--- src/design/wb_pkg.sv ---
// Shared widths, flow codes, load kinds and wait constants, imported by every block of the MEM/WB tail
`default_nettype none

package wb_pkg;

    // Datapath widths
    localparam int XLEN       = 32;
    localparam int REG_ADDR_W = 5;

    // Data memory size and load wait states
    localparam int RAM_WORDS  = 256;
    localparam int RAM_ADDR_W = $clog2(RAM_WORDS);
    localparam int LOAD_WAIT  = 2;
    localparam int WAIT_CNT_W = 2;

    // State encoding of the flow FSM
    localparam logic ST_RUN  = 1'b0;
    localparam logic ST_WAIT = 1'b1;

    // Pipeline register steering
    typedef enum logic [1:0] {
        FLOW_WORK    = 2'd0,
        FLOW_STOP    = 2'd1,
        FLOW_REFRESH = 2'd2
    } flow_t;

    // Access size, also used as the store size
    typedef enum logic [2:0] {
        LD_W  = 3'd0,
        LD_H  = 3'd1,
        LD_HU = 3'd2,
        LD_B  = 3'd3,
        LD_BU = 3'd4
    } load_kind_t;

    // One loaded word, seen as bytes or as halfwords
    typedef union packed {
        logic [3:0][7:0]  bytes;
        logic [1:0][15:0] halves;
    } load_word_u;

    // Byte lanes touched by a store of the given size at the given offset
    function automatic logic [3:0] store_byte_en(input load_kind_t kind,
                                                 input logic [1:0] index);
        logic [3:0] mask;
        case (kind)
            LD_H, LD_HU: mask = index[1] ? 4'b1100 : 4'b0011;
            LD_B, LD_BU: mask = 4'b0001 << index;
            default:     mask = 4'b1111;
        endcase
        return mask;
    endfunction

endpackage

`default_nettype wire

--- src/design/wb_stage_if.sv ---
// Held MEM/WB instruction fields, driven by the pipeline register and read by the load aligner
`timescale 1ns/1ns
`default_nettype none

interface wb_stage_if
    import wb_pkg::*;
();

    logic [XLEN-1:0]       inst;
    logic [XLEN-1:0]       pc;
    logic [REG_ADDR_W-1:0] rd_addr;
    logic                  reg_wr_en;
    logic [XLEN-1:0]       alu_result;
    logic                  is_load;
    load_kind_t            load_kind;
    // Low address bits for lane selection
    logic [1:0]            addr_index;

    modport stage (
        output inst, pc, rd_addr, reg_wr_en, alu_result, is_load, load_kind, addr_index
    );

    modport align (
        input inst, pc, rd_addr, reg_wr_en, alu_result, is_load, load_kind, addr_index
    );

endinterface

`default_nettype wire

--- src/design/load_align.sv ---
// Load lane selection and extension, and choice of the register writeback value
`timescale 1ns/1ns
`default_nettype none

module load_align
    import wb_pkg::*;
(
    wb_stage_if.align               wb_i,
    input  wire  [XLEN-1:0]         mem_data_i,
    input  wire                     commit_i,
    output logic                    wb_en_o,
    output logic [REG_ADDR_W-1:0]   wb_addr_o,
    output logic [XLEN-1:0]         wb_data_o,
    output logic [XLEN-1:0]         wb_pc_o,
    output logic [XLEN-1:0]         wb_inst_o
);

    load_word_u      word;
    logic [7:0]      byte_sel;
    logic [15:0]     half_sel;
    logic [XLEN-1:0] load_data;

    assign word     = mem_data_i;
    assign byte_sel = word.bytes[wb_i.addr_index];
    // Upper index bit picks the halfword
    assign half_sel = word.halves[wb_i.addr_index[1]];

    always_comb begin
        case (wb_i.load_kind)
            LD_B:    load_data = {{24{byte_sel[7]}}, byte_sel};
            LD_BU:   load_data = {24'b0, byte_sel};
            LD_H:    load_data = {{16{half_sel[15]}}, half_sel};
            LD_HU:   load_data = {16'b0, half_sel};
            default: load_data = word;
        endcase
    end

    assign wb_data_o = wb_i.is_load ? load_data : wb_i.alu_result;
    assign wb_en_o   = commit_i && wb_i.reg_wr_en;
    assign wb_addr_o = wb_i.rd_addr;
    assign wb_pc_o   = wb_i.pc;
    assign wb_inst_o = wb_i.inst;

endmodule

`default_nettype wire

--- src/flat_wrapper.sv ---
// flat-port wrapper written by rule: the top's interface ports become plain ports
module load_align_flat import wb_pkg::*;
  (mem_data_i, commit_i, wb_en_o, wb_addr_o, wb_data_o, wb_pc_o, wb_inst_o, wb_i_inst, wb_i_pc, wb_i_rd_addr, wb_i_reg_wr_en, wb_i_alu_result, wb_i_is_load, wb_i_load_kind, wb_i_addr_index);
  wb_stage_if wb_i_i ();
  input  wire  [XLEN-1:0] mem_data_i;
  input  wire commit_i;
  output logic wb_en_o;
  output logic [REG_ADDR_W-1:0] wb_addr_o;
  output logic [XLEN-1:0] wb_data_o;
  output logic [XLEN-1:0] wb_pc_o;
  output logic [XLEN-1:0] wb_inst_o;
  input wire logic [$bits(wb_i_i.inst)-1:0] wb_i_inst;
  input wire logic [$bits(wb_i_i.pc)-1:0] wb_i_pc;
  input wire logic [$bits(wb_i_i.rd_addr)-1:0] wb_i_rd_addr;
  input wire logic [$bits(wb_i_i.reg_wr_en)-1:0] wb_i_reg_wr_en;
  input wire logic [$bits(wb_i_i.alu_result)-1:0] wb_i_alu_result;
  input wire logic [$bits(wb_i_i.is_load)-1:0] wb_i_is_load;
  input wire logic [$bits(wb_i_i.load_kind)-1:0] wb_i_load_kind;
  input wire logic [$bits(wb_i_i.addr_index)-1:0] wb_i_addr_index;
  assign wb_i_i.inst = wb_i_inst;
  assign wb_i_i.pc = wb_i_pc;
  assign wb_i_i.rd_addr = wb_i_rd_addr;
  assign wb_i_i.reg_wr_en = wb_i_reg_wr_en;
  assign wb_i_i.alu_result = wb_i_alu_result;
  assign wb_i_i.is_load = wb_i_is_load;
  assign wb_i_i.load_kind = wb_i_load_kind;
  assign wb_i_i.addr_index = wb_i_addr_index;
  load_align u_core (.wb_i(wb_i_i), .mem_data_i(mem_data_i), .commit_i(commit_i), .wb_en_o(wb_en_o), .wb_addr_o(wb_addr_o), .wb_data_o(wb_data_o), .wb_pc_o(wb_pc_o), .wb_inst_o(wb_inst_o));
endmodule
--- config.mk ---
export PLATFORM = sky130hd
export DESIGN_NAME = load_align_flat
export DESIGN_NICKNAME = d
export VERILOG_FILES = /design/src/design/wb_pkg.sv /design/src/design/wb_stage_if.sv /design/src/design/load_align.sv /design/src/flat_wrapper.sv
export SDC_FILE = /design/constraint.sdc
export NUM_CORES = 1
export LEC_CHECK = 0
export BUFFER_PORTS_ARGS = -buffer_cell sky130_fd_sc_hd__buf_4
export CORE_AREA = 2 2 95 97
export DETAILED_ROUTE_END_ITERATION = 8
export DIE_AREA = 0 0 97 99
export PLACE_DENSITY = 0.59
export RECOVER_POWER = 50
export SLEW_MARGIN = 20
export SYNTH_ARGS = -nofsm -noshare
export SYNTH_HDL_FRONTEND = slang
export SYNTH_SLANG_ARGS = --single-unit
--- constraint.sdc ---
create_clock -name vclk -period 2.1
set_input_delay 0.315 -clock vclk [all_inputs]
set_output_delay 0.315 -clock vclk [all_outputs]
set_load 0.02 [all_outputs]
**Word-level counts from Yosys, hierarchy flattened**

Index checks and enable logic that the tools add are counted.

- Magnitude comparators: 2
- Eq/ne operators: 4
- Muxes and demuxes: 6
- Reductions and logical operators: 1

Operators with widths:

| cell | count |
|---|---|
| case mux 32 bit (4 select lines) | 1 |
| 2-to-1 mux 16 bit | 2 |
| 2-to-1 mux 32 bit | 1 |
| binary-select mux 8 bit (select 2 bit) | 1 |
| 2-to-1 mux 8 bit | 1 |
| == test 3 x 2 -> 1 bit, second input constant | 2 |
| == test 3 x 1 -> 1 bit, second input constant | 1 |
| == test 3 bit, second input constant | 1 |
| less-than comparator 2 x 3 -> 1 bit, second input constant | 1 |
| less-than comparator 1 x 2 -> 1 bit, second input constant | 1 |
| logical AND 1 bit | 1 |

- Bits in registers: 0
- Input port bits: 141
- Word-level logic and storage cells: 13

**Logic depth before layout (Yosys ltp)**

Gate-level depths: netlist (run 1).

- Word-level depth: 4
- Depth in mapped cells: 6

**Worst setup path after synthesis (run 1)**

No wires, ideal clock.

- Path kind: input port to output port
- Start point: input port wb_i_load_kind[0]
- End point: output port wb_data_o[5]
- Data arrival time: 1.614 ns
- Required time: 1.785 ns
- Slack: 0.171 ns
- Stages on the path: 5
- Buffers on the path: 1
- Cells stage by stage: buf_6 or3b_4 o22ai_2 a222oi_1 a21oi_1

- Longest elaborated chain between the ends: 3

Ends and longest elaborated chain:

| element | line | RTL |
|---|---|---|
| from (decl) | flat_wrapper.sv:18 | `input wire logic [$bits(wb_i_i.load_kind)-1:0] wb_i_load_kind;` |
| == test 3 x 2 -> 1 bit, or another cell as far along | load_align.sv:29 | `case (wb_i.load_kind)` |
| case mux 32 bit (4 select lines) * | load_align.sv:29 |  |
| 2-to-1 mux 32 bit * | load_align.sv:38 | `assign wb_data_o = wb_i.is_load ? load_data : wb_i.alu_result;` |
| to (decl) | flat_wrapper.sv:9 | `output logic [XLEN-1:0] wb_data_o;` |

Mark *: on every way between the ends. The rest lies on a longest branch, timed or not.

**Final worst setup path (run 1)**

- Start point: input port wb_i_addr_index[0]
- End point: output port wb_data_o[15]

- Longest elaborated chain between the ends: 4

Ends and longest elaborated chain:

| element | line | RTL |
|---|---|---|
| from (decl) | flat_wrapper.sv:19 | `input wire logic [$bits(wb_i_i.addr_index)-1:0] wb_i_addr_index;` |
| binary-select mux 8 bit (select 2 bit) | load_align.sv:24 | `assign byte_sel = word.bytes[wb_i.addr_index];` |
| 2-to-1 mux 8 bit (implied by the code) | load_align.sv:24 |  |
| case mux 32 bit (4 select lines) | load_align.sv:29 |  |
| 2-to-1 mux 32 bit | load_align.sv:38 |  |

Every way passes these cells. The select of a mux whose other input is x is not followed.

==> impl_metrics.toml, run 1 <==
[hold_path]
min_from = "wb_i_rd_addr[0]"
hold_class = "input port to primary output"

[cells_and_area]
seqCellArea_sq_um = 0
n_clock_buffer = 0
syn_to_final_growth_pct = 36.2
drive_above_1_share = 0.616
nets = 427
final_common_cell = "buf_4"
n_sequential_cell = 0
diodes = 0
fill_cells = 970
layout_common_cells = "buf_4 (126), nor2_1 (37), nand2_1 (24), mux2_2 (14)"
design_area_sq_um = 2260

[die]
dieArea_sq_um = 9600
die_h_um = 99
io_pins = 243
die_x_um = 97
coreArea_sq_um = 8550
std_cell_rows = 34
start_util = 0.194

[synth]
synthesis.nets = 375
synthCells = 234
synth_top_area_cell = "buf_4"
ys_types = 35
yosys.area_share.simple = 0.228
yosys.area_share.xor_xnor = 0.0203
synth_compound_area_frac = 0.280
synth.mux.area_fraction = 0.113
synth_area_leaders = "buf_4 (32%), mux2_2 (9.5%), nor2_1 (8.4%), nand2_1 (5.7%), a221oi_2 (5.4%)"
synthAdderAreaFrac = 0
mappedNetlistArea_sq_um = 1660
synth.avg_cell_area_sq_um = 7.10
synth_top_area_frac = 0.321
yosys_warnings = 0
synth.yosys.seq_area_share = 0
synth_top_family_by_area = "buffers and inverters"

[critical_path]
crit_top_cell = "buf_4"
start_kind = "input port"
cp_slowest_stage_delay_ns = 0.31
critPathMaxFanout = 3
slowest_stage = "or2_2"
startpoint = "wb_i_addr_index[0]"
arrival_ns = 1.71
crit_family = "simple AND/OR/NAND/NOR gates"
crit_path_end_kind = "primary output"
cp_cell_sequence = "buf_4, mux2i_1, and4b_1, buf_4, or2_2, o22a_1, buf_4"
critPathKind = "input port to primary output"
path_buf_inv = 3
crit_required_ns = 1.78

[power_and_ir_drop]
peakVddDrop_mv = 0.0849
power-per-cell-area_nw_per_um2 = 294
power_leakage_nw = 1.04

[global_routing]
grt_pass1_wl_mm = 9.77
grt_use_total = 0.127
grt_max_degree = 47
grt_overflow = 0
antenna_found_initial = 0
grt_pass1_vias = 1733

[sta]
fmax_mhz = 493
fin_crit_ns = 2.03
grt_setup_unrepaired = "false"
slew_headroom = 0.669
hold_viol = 0
tns_ns = 0
worst_pin_slew_ns = 0.496
slew_viol_final = 0
setup_ws_ns = 0.0730
setup_viol = 0
min_period_over_period = 0.965

[placed_design]
post-dp-hpwl_mm = 5.21
place_ws_ns = -0.295
place_congestion = 0.724
place_area_sq_um = 2140
io_buffers = 105

[routing]
drcViolationCount = 0
vias_per_cell = 4.51
drt_first_pass_iters = 4
postRouteAntennaNets = 0
drt_wl_total_mm = 6.61
routedWlPerCell_um = 16.9
vias = 1766
first_iter_violations = 72

[outcome]
status = "finished clean"

[job]
drv_cap = 0

[clock_network]
ctsHoldBuffers = 0
-- area by class of cell --
| class | count | area, sq um | share of cell area |
|---|---|---|---|
| multi-input combinational | 152 | 1100 | 0.485 |
| timing repair buffer | 132 | 1030 | 0.456 |
| tap | 108 | 135 | 0.0597 |
-- logic make-up (layout without fill, tap and decap cells) --
kind of cell           count (synthesis)  in the layout
AO/OA/AOI/OAI                         53             53
XOR/XNOR                               3              3
buffers and inverters                 82            132
multiplexers                          17             17
AND/OR/NAND/NOR                       79             79
-- metrics by stage --
step	power, W	cells	utilization	hold WS [ns]
finish	0.000665	392	0.265	0.630
floorplan	0.000519	234	-	0.743
global route	0.000718	392	0.265	0.630
global placement	0.000636	384	0.251	0.630
CTS	0.000677	390	0.262	0.630
detailed placement	0.000638	384	0.251	0.630
-- path summary, 6_finish.rpt --
path	end	cells past startpoint	slack, ns
max	wb_data_o[15]	7	0.07
min	wb_addr_o[0]	0	0.63
-- per-layer routing --
layer	share of wire	wire length, um	global-route usage	vias to the layer above
li1	-	-	-	849
met4	0.041	274	0.0488	0
met2	0.50	3290	0.218	88
met3	0.078	516	0.00780	28
met5	0	0	0	-
met1	0.38	2530	0.168	801
-- synthesized netlist by cell type (all sizes together) (2+ instances only) --
cell type  count
nand2         25
o311a          2
nor3           2
nand2b         2
o21ai          3
mux2i          3
clkbuf         5
nor2b          5
a2bb2oi        2
xnor2          2
a21oi         24
o22a           3
nor2          38
a222oi         7
a221oi         6
buf           77
mux2          14
-- timing repair --
action / 4_1_cts / 5_1_grt
resized for setup: 1 / 8
cloned: 1 / 0
pin swaps: 4 / 2
setup buffers: 5 / 3
setup endpoints to repair: 22 / 17
-- power breakdown --
group	total [W]	switching [W]	internal, W
sequential	0	0	0
clock	0	0	0
combinational	0.000665	0.000331	0.000334
Note: power is estimated with default switching activity, not from simulation.
==> run 2, diff against run 1 <==
==> constraint.sdc (replaced) <==
create_clock -name vclk -period 2.1
set_input_delay 0.315 -clock vclk [all_inputs]
set_output_delay 0.315 -clock vclk [all_outputs]
set_load 0.01 [all_outputs]
==> run 2 against run 1 <==
Cell area up 2.7%. Combinational power down 7.1%. Cell count up 0.51%. Setup slack worse by 0.015 ns.
==> impl_metrics.toml, run 2 (synthesis gave the netlist of run 1 again) <==
[outcome]
status = "finished clean"

[sta]
worst_pin_slew_ns = 0.502
fin_crit_ns = 2.04
slew_viol_final = 0
fmax_mhz = 490
min_period_over_period = 0.972
setup_viol = 0
hold_viol = 0
slew_headroom = 0.665
setup_ws_ns = 0.0583

[global_routing]
grt_overflow = 0
antenna_found_initial = 0
grt_pass1_wl_mm = 9.68
grt_pass1_vias = 1770
grt_use_total = 0.126
grt_max_degree = 47

[die]
start_util = 0.194
std_cell_rows = 34
dieArea_sq_um = 9600
die_h_um = 99
io_pins = 243
coreArea_sq_um = 8550
die_x_um = 97

[critical_path]
cp_cell_sequence = "buf_4, buf_4, o31ai_4, buf_6, nor3_4, buf_4, a221oi_4, buf_4"
arrival_ns = 1.73
crit_family = "buffers and inverters"
critPathKind = "input port to primary output"
worst-path-stages = 8
start_kind = "input port"
cp_slowest_stage_delay_ns = 0.33
critPathMaxFanout = 10
crit_path_end_kind = "primary output"
path_buf_inv = 5
startpoint = "wb_i_addr_index[1]"
crit_top_cell = "buf_4"
slowest_stage = "o31ai_4"
crit_required_ns = 1.78

[routing]
routedWlPerCell_um = 16.5
drt_wl_total_mm = 6.50
drt_first_pass_iters = 5
postRouteAntennaNets = 0
drcViolationCount = 0
vias_per_cell = 4.51
vias = 1775
first_iter_violations = 73

[power_and_ir_drop]
power-per-cell-area_nw_per_um2 = 266
peakVddDrop_mv = 0.0822
power_leakage_nw = 1.06

[cells_and_area]
seqCellArea_sq_um = 0
final_common_cell = "buf_4"
n_sequential_cell = 0
diodes = 0
layout_common_cells = "buf_4 (126), nor2_1 (37), nand2_1 (25), a21oi_1 (14), mux2_2 (14)"
syn_to_final_growth_pct = 39.9
design_area_sq_um = 2320
drive_above_1_share = 0.612
n_clock_buffer = 0
nets = 429

[placed_design]
post-dp-hpwl_mm = 5.26
place_area_sq_um = 2210
place_congestion = 0.740
io_buffers = 105
place_ws_ns = -0.295

[hold_path]
hold_class = "input port to primary output"
whs_path_depth = 0
min_from = "wb_i_rd_addr[0]"

[job]
drv_cap = 0
==> run 2: area by class of cell <==
class	instances	area, sq um
fill	950	6230
multi-input combinational	152	1120
timing repair buffer	134	1070
tap	108	135
==> run 2: where the power goes <==
part | internal (W) | switching, W | leakage, nW
Sequential | 0 | 0 | 0
Clock | 0 | 0 | 0
Combinational | 0.000339 | 0.000278 | 1.06
Total | 0.000339 | 0.000278 | 1.06
==> run 2: repair_timing <==
item | CTS | global route
hold endpoints to repair | 0 | 0
resized for setup | 2 | 7
pin swaps | 5 | 7
setup endpoints to repair | 22 | 10
setup buffers | 4 | 1
hold buffers | 0 | 0
==> run 2: worst paths after layout <==
kind                       endpoint  slack [ns]
worst max-delay path  wb_data_o[10]        0.06
worst min-delay path   wb_addr_o[0]        0.63
==> run 2: routing by layer <==
metal | vias up | global-route usage | share of wire
met5 | - | 0 | 0
met4 | 0 | 0.0563 | 0.049
met3 | 32 | 0.0106 | 0.079
met2 | 92 | 0.225 | 0.49
met1 | 799 | 0.153 | 0.39
li1 | 852 | - | -
==> run 2: metrics by stage <==
stage	instances	power, W	setup TNS, ns	hold WS [ns]	utilization
after floorplan	234	0.000410	0	0.722	-
after global placement	389	0.000595	-3.49	0.630	0.258
after detailed placement	389	0.000597	-4.35	0.630	0.258
after CTS	393	0.000616	0	0.630	0.265
after global routing	394	0.000672	-0.00159	0.630	0.272
final	394	0.000618	0	0.630	0.272
