### src/design/wb_pkg.sv
// Shared widths, flow codes, load kinds and wait constants, imported by every block of the MEM/WB tail
`default_nettype none

package wb_pkg;

    // Datapath widths
    localparam int XLEN       = 32;
    localparam int REG_ADDR_W = 5;

    // Data memory size and load wait states
    localparam int RAM_WORDS  = 256;
    localparam int RAM_ADDR_W = $clog2(RAM_WORDS);
    localparam int LOAD_WAIT  = 2;
    localparam int WAIT_CNT_W = 2;

    // State encoding of the flow FSM
    localparam logic ST_RUN  = 1'b0;
    localparam logic ST_WAIT = 1'b1;

    // Pipeline register steering
    typedef enum logic [1:0] {
        FLOW_WORK    = 2'd0,
        FLOW_STOP    = 2'd1,
        FLOW_REFRESH = 2'd2
    } flow_t;

    // Access size, also used as the store size
    typedef enum logic [2:0] {
        LD_W  = 3'd0,
        LD_H  = 3'd1,
        LD_HU = 3'd2,
        LD_B  = 3'd3,
        LD_BU = 3'd4
    } load_kind_t;

    // One loaded word, seen as bytes or as halfwords
    typedef union packed {
        logic [3:0][7:0]  bytes;
        logic [1:0][15:0] halves;
    } load_word_u;

    // Byte lanes touched by a store of the given size at the given offset
    function automatic logic [3:0] store_byte_en(input load_kind_t kind,
                                                 input logic [1:0] index);
        logic [3:0] mask;
        case (kind)
            LD_H, LD_HU: mask = index[1] ? 4'b1100 : 4'b0011;
            LD_B, LD_BU: mask = 4'b0001 << index;
            default:     mask = 4'b1111;
        endcase
        return mask;
    endfunction

endpackage

`default_nettype wire

### src/design/wb_stage_if.sv
// Held MEM/WB instruction fields, driven by the pipeline register and read by the load aligner
`timescale 1ns/1ns
`default_nettype none

interface wb_stage_if
    import wb_pkg::*;
();

    logic [XLEN-1:0]       inst;
    logic [XLEN-1:0]       pc;
    logic [REG_ADDR_W-1:0] rd_addr;
    logic                  reg_wr_en;
    logic [XLEN-1:0]       alu_result;
    logic                  is_load;
    load_kind_t            load_kind;
    // Low address bits for lane selection
    logic [1:0]            addr_index;

    modport stage (
        output inst, pc, rd_addr, reg_wr_en, alu_result, is_load, load_kind, addr_index
    );

    modport align (
        input inst, pc, rd_addr, reg_wr_en, alu_result, is_load, load_kind, addr_index
    );

endinterface

`default_nettype wire

### src/design/mem_wb_reg.sv
// MEM/WB pipeline register steered by work, stop and refresh, with the read-data hold
`timescale 1ns/1ns
`default_nettype none

module mem_wb_reg
    import wb_pkg::*;
(
    input  wire                     clk,
    input  wire                     rst_n,
    input  wire flow_t              flow_i,
    input  wire  [XLEN-1:0]         inst_i,
    input  wire  [XLEN-1:0]         pc_i,
    input  wire  [REG_ADDR_W-1:0]   rd_addr_i,
    input  wire                     reg_wr_en_i,
    input  wire  [XLEN-1:0]         alu_result_i,
    input  wire                     is_load_i,
    input  wire load_kind_t         load_kind_i,
    input  wire  [XLEN-1:0]         ram_data_i,
    wb_stage_if.stage               wb_o,
    output logic [XLEN-1:0]         mem_data_o,
    output logic                    commit_o
);

    flow_t                 flow_flag_q;
    logic                  reg_wr_en_q;
    logic                  is_load_q;
    logic                  commit_q;
    logic [XLEN-1:0]       inst_q;
    logic [XLEN-1:0]       pc_q;
    logic [REG_ADDR_W-1:0] rd_addr_q;
    logic [XLEN-1:0]       alu_result_q;
    load_kind_t            load_kind_q;
    logic [XLEN-1:0]       mem_data_prev_q;

    // --------------------------------------------------------------------------
    // Control fields and commit
    // --------------------------------------------------------------------------
    always_ff @(posedge clk or negedge rst_n) begin
        if (!rst_n) begin
            flow_flag_q <= FLOW_REFRESH;
            reg_wr_en_q <= 1'b0;
            is_load_q   <= 1'b0;
            commit_q    <= 1'b0;
        end else begin
            case (flow_i)
                FLOW_WORK: begin
                    flow_flag_q <= FLOW_WORK;
                    reg_wr_en_q <= reg_wr_en_i;
                    is_load_q   <= is_load_i;
                    // A load only commits on the work that ends its stop cycles
                    commit_q    <= reg_wr_en_i && (!is_load_i || flow_flag_q == FLOW_STOP);
                end
                FLOW_STOP: begin
                    flow_flag_q <= FLOW_STOP;
                    commit_q    <= 1'b0;
                end
                default: begin
                    flow_flag_q <= FLOW_REFRESH;
                    reg_wr_en_q <= 1'b0;
                    is_load_q   <= 1'b0;
                    commit_q    <= 1'b0;
                end
            endcase
        end
    end

    // --------------------------------------------------------------------------
    // Payload fields
    // --------------------------------------------------------------------------
    always_ff @(posedge clk) begin
        mem_data_prev_q <= mem_data_o;
        if (flow_i == FLOW_WORK) begin
            inst_q       <= inst_i;
            pc_q         <= pc_i;
            rd_addr_q    <= rd_addr_i;
            alu_result_q <= alu_result_i;
            load_kind_q  <= load_kind_i;
        end else if (flow_i != FLOW_STOP) begin
            inst_q       <= '0;
            pc_q         <= '0;
            rd_addr_q    <= '0;
            alu_result_q <= '0;
            load_kind_q  <= LD_W;
        end
    end

    // Stop replays what was presented last cycle
    always_comb begin
        case (flow_flag_q)
            FLOW_WORK: mem_data_o = ram_data_i;
            FLOW_STOP: mem_data_o = mem_data_prev_q;
            default:   mem_data_o = '0;
        endcase
    end

    assign commit_o = commit_q;

    assign wb_o.inst       = inst_q;
    assign wb_o.pc         = pc_q;
    assign wb_o.rd_addr    = rd_addr_q;
    assign wb_o.reg_wr_en  = reg_wr_en_q;
    assign wb_o.alu_result = alu_result_q;
    assign wb_o.is_load    = is_load_q;
    assign wb_o.load_kind  = load_kind_q;
    assign wb_o.addr_index = alu_result_q[1:0];

endmodule

`default_nettype wire

### src/flat_wrapper.sv
// flat-port wrapper written by rule: the top's interface ports become plain ports
module mem_wb_reg_flat import wb_pkg::*;
  (clk, rst_n, flow_i, inst_i, pc_i, rd_addr_i, reg_wr_en_i, alu_result_i, is_load_i, load_kind_i, ram_data_i, mem_data_o, commit_o, wb_o_inst, wb_o_pc, wb_o_rd_addr, wb_o_reg_wr_en, wb_o_alu_result, wb_o_is_load, wb_o_load_kind, wb_o_addr_index);
  wb_stage_if wb_o_i ();
  input  wire clk;
  input  wire rst_n;
  input  wire flow_t flow_i;
  input  wire  [XLEN-1:0] inst_i;
  input  wire  [XLEN-1:0] pc_i;
  input  wire  [REG_ADDR_W-1:0] rd_addr_i;
  input  wire reg_wr_en_i;
  input  wire  [XLEN-1:0] alu_result_i;
  input  wire is_load_i;
  input  wire load_kind_t load_kind_i;
  input  wire  [XLEN-1:0] ram_data_i;
  output logic [XLEN-1:0] mem_data_o;
  output logic commit_o;
  output wire logic [$bits(wb_o_i.inst)-1:0] wb_o_inst;
  output wire logic [$bits(wb_o_i.pc)-1:0] wb_o_pc;
  output wire logic [$bits(wb_o_i.rd_addr)-1:0] wb_o_rd_addr;
  output wire logic [$bits(wb_o_i.reg_wr_en)-1:0] wb_o_reg_wr_en;
  output wire logic [$bits(wb_o_i.alu_result)-1:0] wb_o_alu_result;
  output wire logic [$bits(wb_o_i.is_load)-1:0] wb_o_is_load;
  output wire logic [$bits(wb_o_i.load_kind)-1:0] wb_o_load_kind;
  output wire logic [$bits(wb_o_i.addr_index)-1:0] wb_o_addr_index;
  assign wb_o_inst = wb_o_i.inst;
  assign wb_o_pc = wb_o_i.pc;
  assign wb_o_rd_addr = wb_o_i.rd_addr;
  assign wb_o_reg_wr_en = wb_o_i.reg_wr_en;
  assign wb_o_alu_result = wb_o_i.alu_result;
  assign wb_o_is_load = wb_o_i.is_load;
  assign wb_o_load_kind = wb_o_i.load_kind;
  assign wb_o_addr_index = wb_o_i.addr_index;
  mem_wb_reg u_core (.clk(clk), .rst_n(rst_n), .flow_i(flow_i), .inst_i(inst_i), .pc_i(pc_i), .rd_addr_i(rd_addr_i), .reg_wr_en_i(reg_wr_en_i), .alu_result_i(alu_result_i), .is_load_i(is_load_i), .load_kind_i(load_kind_i), .ram_data_i(ram_data_i), .wb_o(wb_o_i), .mem_data_o(mem_data_o), .commit_o(commit_o));
endmodule
### config.mk
export PLATFORM = sky130hd
export DESIGN_NAME = mem_wb_reg_flat
export DESIGN_NICKNAME = d
export VERILOG_FILES = /design/src/design/wb_pkg.sv /design/src/design/wb_stage_if.sv /design/src/design/mem_wb_reg.sv /design/src/flat_wrapper.sv
export SDC_FILE = /design/constraint.sdc
export NUM_CORES = 1
export LEC_CHECK = 0
export BUFFER_PORTS_ARGS = -buffer_cell sky130_fd_sc_hd__buf_2
export CAP_MARGIN = 20
export CORE_MARGIN = 8
export CORE_UTILIZATION = 45
export CTS_CLUSTER_SIZE = 10
export DETAILED_ROUTE_END_ITERATION = 8
export PLACE_DENSITY = 0.78
export SETUP_SLACK_MARGIN = 0.15
export SYNTH_ARGS = -nofsm -noshare
export SYNTH_HDL_FRONTEND = slang
export SYNTH_SLANG_ARGS = --single-unit
### constraint.sdc
create_clock -name clk -period 1.3 [get_ports clk]
set_input_delay 0.13 -clock clk [delete_from_list [all_inputs] [get_ports clk]]
set_output_delay 0.13 -clock clk [all_outputs]
set_load 0.01 [all_outputs]
After elaboration in Yosys (flattened, before gate mapping):

Index checks and enable logic that the tools add are counted.

* flip-flop bits (word level): 141
* bits in latches: 0
* bits in writable memories: 0
* bits in read-only memories: 0
* bits of input ports: 142
* output and inout port bits: 141
* word-level logic and storage cells: 32
* memories kept: 0

* $add $sub $neg: 0
* $mul: 0
* div/mod/pow operators: 0
* order comparisons: 0
* equal/unequal tests: 3
* shift-type cells: 0
* mux-type cells: 13
* bitwise logic cells: 0
* reduce and logical (&&, ||, !) cells: 6

Operators by type and width (number)
* two-way mux 32 bit: 4
* case mux 32 bit (2 select lines): 1
* two-way mux 5 bit: 2
* two-way mux 3 bit: 2
* equality test 2 x 1 -> 1 bit (second input constant): 2
* zero test 2 bit: 2
* case mux 1 bit (2 select lines): 2
* case mux 2 bit (2 select lines): 1
* != test 2 x 1 -> 1 bit (second input constant): 1
* nonzero test 2 bit: 1
* logical AND 1 bit: 1
* zero test 1 bit: 1
* logical OR 1 bit: 1
* two-way mux 1 bit: 1

Logic depth before layout (Yosys ltp):

Gate-level depths: netlist of run 1.

* depth after elaboration: 4
* gate-level depth with buffers: 4
* depth with buffers taken out: 2

Worst setup path before layout of run 1:

OpenSTA, ideal clock, no wires.

* kind: input port to flip-flop
* start: in flow_i[1]
* end: reg u_core.alu_result_q[0] (netlist: u_core.wb_o.alu_result[0]) (enable)
* setup time: 0.482 ns
* arrival: 2.668 ns
* required time: 0.818 ns
* path slack: -1.850 ns
* stages: 1
* buffers on the path: 0
* cell sequence: nand2b_1

* longest elaborated chain between the ends: 2
* elaborated cells between the ends (all ways): 3
* those cells by class: eq/ne: 1; reduce/logical: 2

RTL lines
* from (decl): RTL line flat_wrapper.sv:7 `input wire flow_t flow_i;`
* != test 2 x 1 -> 1 bit / zero test 2 bit (equally long branches): RTL line mem_wb_reg.sv:78, mem_wb_reg.sv:72
* nonzero test 2 bit (no line) *
* to (signal assigned): RTL line mem_wb_reg.sv:76 `alu_result_q <= alu_result_i;`
* to (decl): RTL line mem_wb_reg.sv:31 `logic [XLEN-1:0] alu_result_q;`

Mark *: on every way between the ends. The rest lies on a longest branch, timed or not.
A chain may end at the register's enable or synchronous reset.

Final worst setup path of run 1:

* start: reg u_core.flow_flag_q[0]
* end: out mem_data_o[5]

* longest elaborated chain between the ends: 2
* elaborated cells between the ends (all ways): 3
* those cells by class: eq/ne: 1; mux: 1; reduce/logical: 1

RTL lines
* from (decl): RTL line mem_wb_reg.sv:24 `flow_t flow_flag_q;`
* from (signal assigned): RTL line mem_wb_reg.sv:40 `flow_flag_q <= FLOW_REFRESH;`
* from (signal assigned): RTL line mem_wb_reg.sv:47 `flow_flag_q <= FLOW_WORK;`
* from (signal assigned): RTL line mem_wb_reg.sv:54 `flow_flag_q <= FLOW_STOP;`
* equality test 2 x 1 -> 1 bit / zero test 2 bit (equally long branches): RTL line mem_wb_reg.sv:89 `case (flow_flag_q)`
* case mux 32 bit (2 select lines) *: RTL line mem_wb_reg.sv:89
* to (decl): RTL line flat_wrapper.sv:16 `output logic [XLEN-1:0] mem_data_o;`

Marked as above.

==> results of run 1 <==
==> logic make-up after synthesis <==
kind of cell           Yosys count
buffers and inverters           24
DFF                            141
AOI/OAI and AO/OA                1
muxes                           34
and+or+nand+nor                141
==> per-layer routing <==
| metal | routed length, microns | GRT usage | part of all wire | up-vias |
|---|---|---|---|---|
| met3 | 1410 | 0.0769 | 0.087 | 43 |
| li1 | - | - | - | 1945 |
| met2 | 8840 | 0.379 | 0.54 | 218 |
| met1 | 5420 | 0.187 | 0.33 | 1918 |
| met4 | 594 | 0.114 | 0.037 | 0 |
| met5 | 0 | 0 | 0 | - |
==> sequential cells by signal (all words and copies together) (netlist names), 2 cells and up <==
name / count
u_core.mem_data_prev_q: 32
u_core.wb_o.alu_result: 32
u_core.wb_o.inst: 32
u_core.wb_o.pc: 32
u_core.wb_o.rd_addr: 5
u_core.wb_o.load_kind: 3
u_core.flow_flag_q: 2
==> power by group through the flow <==
stage	registers, mW	clock network, mW	logic [mW]
after floorplan	5.53	0	0.432
after global placement	5.36	0	1.21
after detailed placement	5.38	0	1.24
after CTS	5.29	4.84	1.50
after global routing	5.33	5.02	1.67
final	5.30	4.78	1.56
==> repair_timing <==
action,in CTS,in global routing
gates resized for setup,4,11
hold buffers,84,1
pin swaps,3,12
endpoints found under the setup margin,32,37
gates cloned,2,0
setup buffers,8,10
endpoints found under the hold margin,100,2
==> critical path: stages, from the launching register on <==
cell and delay (ns):
dfrtp_2 0.45, buf_12 0.15, buf_16 0.14, mux2i_1 0.13, nor2_1 0.16, buf_2 0.16
==> how the worst max path moves through the flow <==
stage | from | to | slack [ns] | cells after the start
after floorplan | flow_i[1] | u_core.wb_o.alu_result[0]$_SDFFCE_PN0P_ | -0.008 | 1
after global placement | u_core.flow_flag_q[0]$_DFF_PN0_ | mem_data_o[3] | 0.16 | 4
after detailed placement | u_core.flow_flag_q[0]$_DFF_PN0_ | mem_data_o[21] | 0.05 | 4
after CTS | u_core.flow_flag_q[0]$_DFF_PN0_ | mem_data_o[1] | -0.37 | 5
after global routing | u_core.flow_flag_q[0]$_DFF_PN0_ | mem_data_o[5] | -0.47 | 5
final | u_core.flow_flag_q[0]$_DFF_PN0_ | mem_data_o[5] | -0.43 | 5
==> placed cells by master, fill, tap and decap left out <==
cell / instances
buf_4: 15
edfxtp_1: 104
buf_2: 282
dlygate4sd3_1: 85
nor2_4: 1
dfstp_2: 1
nand2b_4: 2
clkinv_4: 1
a2111oi_4: 1
buf_12: 7
clkbuf_16: 20
clkbuf_2: 1
buf_16: 2
and2_1: 44
buf_6: 3
mux2i_2: 5
mux2i_1: 29
and2_4: 60
nor2_1: 32
clkinv_2: 3
nor2_2: 2
dfrtp_1: 3
dfxtp_1: 32
inv_1: 2
clkbuf_8: 4
dfrtp_2: 1
inv_4: 3
==> cell type report <==
cell class	count	area, sq um	share of cell area
sequential	141	3890	0.450
clock inverter	7	42.5	0.00492
inverter	2	7.51	0.000868
clock buffer	25	561	0.0648
multi-input combinational	176	1360	0.157
timing repair buffer	394	2600	0.301
tap	147	184	0.0213
==> through the flow <==
| step | util | cells |
|---|---|---|
| floorplan | - | 341 |
| global placement | 0.587 | 755 |
| detailed placement | 0.587 | 755 |
| CTS | 0.721 | 881 |
| global route | 0.732 | 892 |
| finish | 0.732 | 892 |
==> metrics.yaml, run 1 <==
fmax_mhz: 578
synth_edf_count: 104
slew_headroom: 0.802
clockRootBuffer: "clkbuf_16"
antenna_left: 0
synth_xor_xnor_area_share: 0
grt_overflow_total: 0
tightest_slew_ns: 0.297
syn_area_sq_mm: 0.00536
seqPwrFrac: 0.455
ioPinCount: 283
async_flop_share: 0.0355
r2r_end: "u_core.mem_data_prev_q[9]$_DFF_P_"
synth_area_leader_cell: "edfxtp_1"
p_int_mw: 9.02
swShare: 0.226
area_growth_pct: 61.3
synth_compound_area_frac: 0.00280
arrival_ns: 1.60
path_class: "reg2out"
power.share.clock: 0.411
yosys_register_bits: 141
power_leakage_nw: 4.13
grt_util_all_layers: 0.204
die_h_microns: 125
rrSetupSlack_ns: 0.03
skew_ns: 0.00339
power_mw: 11.6
setup_slack_ns: -0.429
dominantRegCellSynth: "edfxtp_1"
viasPerCell: 4.62
place_ws_ns: 0.0499
cts_tree: "done"
violations: "hold timing, setup timing"
core.rowCount: 40
clkSinkCount: 141
netlist_instances: 341
fin_area_sq_mm: 0.00865
htreeDepth: 4
hpwl_mm: 10.5
diodes: 0
switching_power_mw: 2.63
status: "complete, but fails checks"
hp-start: "ram_data_i[1]"
yosys.area_share.adder: 0
p_comb_frac: 0.134
r2r_start: "u_core.flow_flag_q[0]$_DFF_PN0_"
dieArea_sq_mm: 0.0157
nets: 874
syn_nets: 483
muxShareOfSynthArea: 0.0635
clockBufferDepth: 2
whs_ns: -0.00730
period_minus_slack_ns: 1.73
ir_drop_mv: 0.928
synth_simple_gate_area_frac: 0.178
synth_cell_types: 16
maxSlewViolCount: 0
synthTopCellsByArea: "edfxtp_1 58%, dfxtp_1 12%, and2_4 9.8%"
fin_crit_sh: 1.33
yosysMostFrequentCell: "edfxtp_1"
cp.required_ns: 1.17
start_util: 0.454
drc: 0
totalWireLength_mm: 16.3
rsz0062_at_grt: "true"
yosys.area.top_type_share: 0.583
antenna_found_initial: 0
cp-start-kind: "register"
core_sq_mm: 0.0118
path_max_fanout: 7
grt_max_degree: 66
tns_ns: -10.88
end_kind: "output port"
cts-buffers-inserted: 17
avgSynthCellArea_sq_um: 15.7
drtIter0Drc: 227
p_per_area_mw_per_mm2: 1350
n_fill_cell: 726
worstHoldEndpoint: "u_core.mem_data_prev_q[1]$_DFF_P_"
grt_pass1_wl_mm: 24.5
hold_viol_final: 2
grt_pass1_vias: 4496
chipWidth_microns: 125
hold-path-cell-count: 3
ys_top_cells_by_count: "104 x edfxtp_1, 60 x and2_4, 44 x and2_1, 34 x mux2i_1, 34 x nor2_1"
path_clk_slew_ns: 0.06
dpl_cell_area_sq_mm: 0.00694
globalplace.congestion: 0.790
min_path_type: "in2reg"
seq_area_frac_synth: 0.726
ys_warn_count: 0
r2r_cells: 5
dr.pass1.iters: 5
synth_top_family_by_area: "simple AND/OR/NAND/NOR gates"
wire_per_inst_microns: 18.2
portBuffers: 282
vias: 4124
drive_gt1_frac: 0.556
clkLatencyLatePin_ns: 0.41
maxCapViolations: 0
setup_viol: 32
No activity file was read; power rests on OpenSTA's default activity.
==> run 2: changes to the inputs <==
- ABC_AREA: default -> 1
- CTS_BUF_LIST: default -> sky130_fd_sc_hd__clkbuf_4 sky130_fd_sc_hd__clkbuf_8 sky130_fd_sc_hd__clkbuf_16
==> metrics.yaml, run 2 <==
viasPerCell: 4.75
place_ws_ns: -0.137
path_class: "reg2out"
r2r_cells: 9
syn_nets: 626
synth_edf_count: 104
vias: 4582
portBuffers: 282
grt_overflow_total: 0
setup_slack_ns: -0.409
grtUsageMet3: 0.0838
period_minus_slack_ns: 1.71
slew_headroom: 0.831
dpl_cell_area_sq_mm: 0.00688
drc: 0
layout_common_cells: "251 x buf_2, 106 x inv_1, 105 x nor2_1"
min_path_type: "in2reg"
dominantRegCellSynth: "edfxtp_1"
path_max_fanout: 8
synth_cell_types: 17
nets: 950
cp_slowest_cell: "dfstp_2"
yosys.area.top_type_share: 0.587
dieArea_sq_mm: 0.0156
globalplace.congestion: 0.756
hpwl_mm: 11.0
multi_input_area_sq_mm: 0.00117
netlist_instances: 484
ys_top_cells_by_count: "106 x inv_1, 105 x nor2_1, 104 x edfxtp_1, 67 x nand2_1, 34 x nand3_1"
seq_area_sq_mm: 0.00389
async_flop_share: 0.0355
ir_drop_mv: 1.01
chipWidth_microns: 125
power_leakage_nw: 4.49
grt_pass1_vias: 4769
yosys_register_bits: 141
die_h_microns: 125
start_util: 0.464
cts_tree: "done"
grt_pass1_wl_mm: 25.2
syn_area_sq_mm: 0.00532
drtIter0Drc: 346
hold-path-cell-count: 3
clockRootBuffer: "clkbuf_16"
wire_per_inst_microns: 18.5
cp.required_ns: 1.17
htreeDepth: 4
fin_crit_sh: 1.31
ys_warn_count: 0
cp_cell_sequence: "buf_6 -> nor2_4 -> clkbuf_16 -> nand2_2 -> nand2_2 -> buf_6"
hold_viol_final: 22
grt_util_all_layers: 0.207
whs_ns: -0.0464
clockBufferDepth: 2
path_clk_slew_ns: 0.06
antenna_left: 0
cts_hold_buf: 16
fin_area_sq_mm: 0.00844
rsz0062_at_grt: "true"
dr.pass1.iters: 5
status: "complete, but fails checks"
maxCapViolations: 0
arrival_ns: 1.58
end_kind: "output port"
seq_area_frac_synth: 0.731
grt_max_degree: 56
cts-buffers-inserted: 17
final_common_cell: "buf_2"
avgSynthCellArea_sq_um: 11.0
synth_area_leader_cell: "edfxtp_1"
antenna_found_initial: 0
fmax_mhz: 585
busiest_layer: "met2"
ioPinCount: 283
tightest_slew_ns: 0.253
skew_ns: 0.00658
core.rowCount: 39
critPathMaxStageDelay_ns: 0.55
core_sq_mm: 0.0115
diodes: 0
p_per_area_mw_per_mm2: 1430
yosysMostFrequentCell: "inv_1"
clkLatencyLatePin_ns: 0.41
violations: "hold timing, setup timing"
totalWireLength_mm: 17.8
gr-usage-met2: 0.373
n_fill_cell: 749
maxSlewViolCount: 0
drive_gt1_frac: 0.503
setup_viol: 34
cp-start-kind: "register"
clkSinkCount: 141
area_growth_pct: 58.6
use_met1: 0.205
synthTopCellsByArea: "edfxtp_1 59%, dfxtp_1 12%, inv_1 7.5%"
==> run 2: cell families (layout without fill, tap and decap cells) <==
family,count (synthesis),after routing,share of synthesized area
simple gates,208,209,0.157
flops,141,141,0.731
buf+inv,133,469,0.111
compound gates,2,2,0.00188
==> run 2: final cells by class <==
class	count	area share
multi-input combinational	211	0.139
clock buffer	19	0.0522
sequential	141	0.461
inverter	109	0.0491
timing repair buffer	328	0.255
clock inverter	13	0.0233
tap	143	0.0212
==> run 2: worst max-delay path, delay by kind of cell (launching register included) <==
kind,cells,cell delay (ns)
flip-flops,1,0.55
buffers and inverters,3,0.43
AND/OR/NAND/NOR,3,0.20
==> run 2: power breakdown <==
| group | leakage (nW) | switching, mW | total, mW | internal [mW] |
|---|---|---|---|---|
| Combinational | 2.74 | 0.861 | 1.57 | 0.711 |
| Clock | 0.309 | 1.79 | 5.22 | 3.42 |
| Sequential | 1.45 | 0.104 | 5.30 | 5.19 |
==> run 2: path summary, 6_finish.rpt <==
kind,end,slack [ns],startpoint
setup / recovery,mem_data_o[16],-0.41,u_core.flow_flag_q[1]$_DFF_PN1_
hold / removal,u_core.mem_data_prev_q[5]$_DFF_P_,-0.05,ram_data_i[5]
setup reg to reg,u_core.mem_data_prev_q[6]$_DFF_P_,-0.22,u_core.flow_flag_q[1]$_DFF_PN1_
hold reg to reg,u_core.mem_data_prev_q[4]$_DFF_P_,0.48,u_core.mem_data_prev_q[4]$_DFF_P_
max in group asynchronous,u_core.flow_flag_q[1]$_DFF_PN1_,0.99,rst_n
min in group asynchronous,u_core.flow_flag_q[0]$_DFF_PN0_,0.09,rst_n
==> run 2: routing by layer <==
layer	vias up	wire length [microns]
li1	2130	-
met1	2136	5970
met2	274	9530
met3	42	1840
met4	0	514
met5	-	0
==> run 2: per-stage QoR <==
step	hold slack [ns]	cells	TNS (ns)	util	power, mW
after floorplan	-0.166	484	0	-	5.92
after CTS	-0.0926	960	-11.83	0.705	12.0
after global routing	-0.0473	964	-14.01	0.736	12.4
after global placement	-0.0546	895	-1.34	0.600	6.54
after detailed placement	-0.0492	895	-2.87	0.600	6.58
final	-0.0464	964	-12.18	0.736	12.1
==> run 2: what timing repair did <==
action                     CTS  global route
gates resized for setup     63            80
pin swaps                    5             4
gates cloned                 3             0
buffers inserted            14             4
setup endpoints to repair   64            39
hold endpoints to repair    47            23
==> run 3: changes to the inputs <==
- CELL_PAD_IN_SITES_DETAIL_PLACEMENT: default -> 0
- CELL_PAD_IN_SITES_GLOBAL_PLACEMENT: default -> 1
- CORE_UTILIZATION: 45 -> 33
==> metrics.yaml, run 3 (synthesis gave the netlist of run 2 again) <==
antenna_left: 0
whs_ns: -0.0695
ioPinCount: 283
cp.required_ns: 1.17
globalplace.congestion: 0.747
grt_util_all_layers: 0.147
power_leakage_nw: 4.36
cp-start-kind: "register"
clockBufferDepth: 2
slew_headroom: 0.859
die_h_microns: 143
hpwl_mm: 11.4
start_util: 0.336
skew_ns: 0.00499
grt_max_degree: 38
cts-buffers-inserted: 17
grt_pass1_wl_mm: 23.0
dr.pass1.iters: 4
vias: 4183
critPathMostFrequentCell: "nand2_1"
ir_drop_mv: 0.763
power_mw: 11.7
rsz0062_at_grt: "true"
n_fill_cell: 1458
portBuffers: 282
hold-path-cell-count: 3
core.rowCount: 46
critical-path-top-delay-family: "flip-flops"
grt_overflow_total: 0
r2r_start: "u_core.flow_flag_q[1]$_DFF_PN1_"
setup_viol: 32
clkSinkCount: 141
final_common_cell: "buf_2"
setup_slack_ns: -0.326
drive_gt1_frac: 0.440
rrSetupSlack_ns: 0.16
chipWidth_microns: 143
layout_common_cells: "269 x buf_2, 106 x inv_1, 105 x nor2_1"
drc: 0
tightest_slew_ns: 0.211
hold_viol_final: 30
core_sq_mm: 0.0158
dieArea_sq_mm: 0.0204
crit_buf_inv: 2
cts_tree: "done"
r2r_end: "u_core.mem_data_prev_q[12]$_DFF_P_"
fin_crit_sh: 1.25
cp_cell_sequence: "nor2_4 -> clkbuf_16 -> nand2_1 -> nand2_1 -> buf_2"
htreeDepth: 4
clkLatencyLatePin_ns: 0.41
path_class: "reg2out"
maxSlewViolCount: 0
violations: "hold timing, setup timing"
min_path_type: "in2reg"
fmax_mhz: 615
path_clk_slew_ns: 0.06
antenna_found_initial: 0
nets: 957
grt_pass1_vias: 4489
totalWireLength_mm: 15.4
wire_per_inst_microns: 14.7
finish.utilization: 0.520
period_minus_slack_ns: 1.63
arrival_ns: 1.50
status: "complete, but fails checks"
worstHoldEndpoint: "u_core.mem_data_prev_q[18]$_DFF_P_"
cts_hold_buf: 34
cp_slowest_cell: "dfstp_2"
diodes: 0
place_ws_ns: 0.122
p_per_area_mw_per_mm2: 1420
r2r_cells: 5
viasPerCell: 4.01
end_kind: "output port"
hp-start: "ram_data_i[18]"
path_max_fanout: 16
area_growth_pct: 54.7
maxCapViolations: 0
clockRootBuffer: "clkbuf_16"
drtIter0Drc: 194
critPathMaxStageDelay_ns: 0.57
## run 3: changes by cell type in the layout (fill, tap and decap cells not counted), sizes merged
cell and delta:
dlygate4sd3 +18, clkinv +2, clkbuf -2, buf -9, nor2 -1, clkinvlp -1, bufinv -1
## run 3: worst register-to-register path, delay by kind of cell, from the launching register on
| kind | cells | cell delay, ns |
|---|---|---|
| simple gates | 3 | 0.20 |
| buf+inv | 2 | 0.27 |
| flops | 1 | 0.57 |
## run 3: worst max path at each step
stage / startpoint / end / slack, ns / cells past startpoint
floorplan: u_core.flow_flag_q[0]$_DFF_PN0_ / mem_data_o[0] / 0.24 / 5
global placement: u_core.flow_flag_q[1]$_DFF_PN1_ / mem_data_o[16] / 0.13 / 5
detailed placement: u_core.flow_flag_q[1]$_DFF_PN1_ / mem_data_o[11] / 0.12 / 5
CTS: u_core.flow_flag_q[1]$_DFF_PN1_ / mem_data_o[11] / -0.33 / 5
global route: u_core.flow_flag_q[0]$_DFF_PN0_ / mem_data_o[30] / -0.39 / 5
finish: u_core.flow_flag_q[1]$_DFF_PN1_ / mem_data_o[21] / -0.33 / 5
## run 3: repair_timing
action	CTS	global route
endpoints found under the hold margin	69	30
cloned	0	1
gates resized for setup	7	33
pin swaps	1	2
buffers inserted	0	1
setup endpoints to repair	32	33
## run 3: metal layers
layer | wire (microns) | up-vias | global-route usage
li1 | - | 2143 | -
met1 | 5700 | 1838 | 0.150
met2 | 7630 | 185 | 0.256
met3 | 1850 | 17 | 0.0745
met4 | 203 | 0 | 0.0509
met5 | 0 | - | 0
## run 3: report_power, final
part | switching, mW | internal (mW) | total (mW)
logic | 0.740 | 0.640 | 1.38
clock network | 1.80 | 3.20 | 5.00
registers | 0.0878 | 5.19 | 5.28
## run 3: final cells by class
| cell class | count | area, sq um | share of cell area |
|---|---|---|---|
| sequential | 141 | 3890 | 0.472 |
| multi-input combinational | 210 | 942 | 0.114 |
| clock buffer | 18 | 433 | 0.0526 |
| inverter | 109 | 412 | 0.0500 |
| clock inverter | 13 | 174 | 0.0211 |
| timing repair buffer | 336 | 2110 | 0.257 |
| tap | 216 | 270 | 0.0328 |
## run 3: per-stage QoR
stage / TNS [ns] / hold WS [ns] / area [sq um] / std cells
final: -9.48 / -0.0695 / 8230 / 1043
after global routing: -11.82 / -0.0921 / 8230 / 1043
after CTS: -10.07 / -0.0999 / 8070 / 1041
after detailed placement: 0 / -0.0455 / 7090 / 976
after global placement: 0 / -0.0476 / 7090 / 976
after floorplan: 0 / -0.166 / 5340 / 484
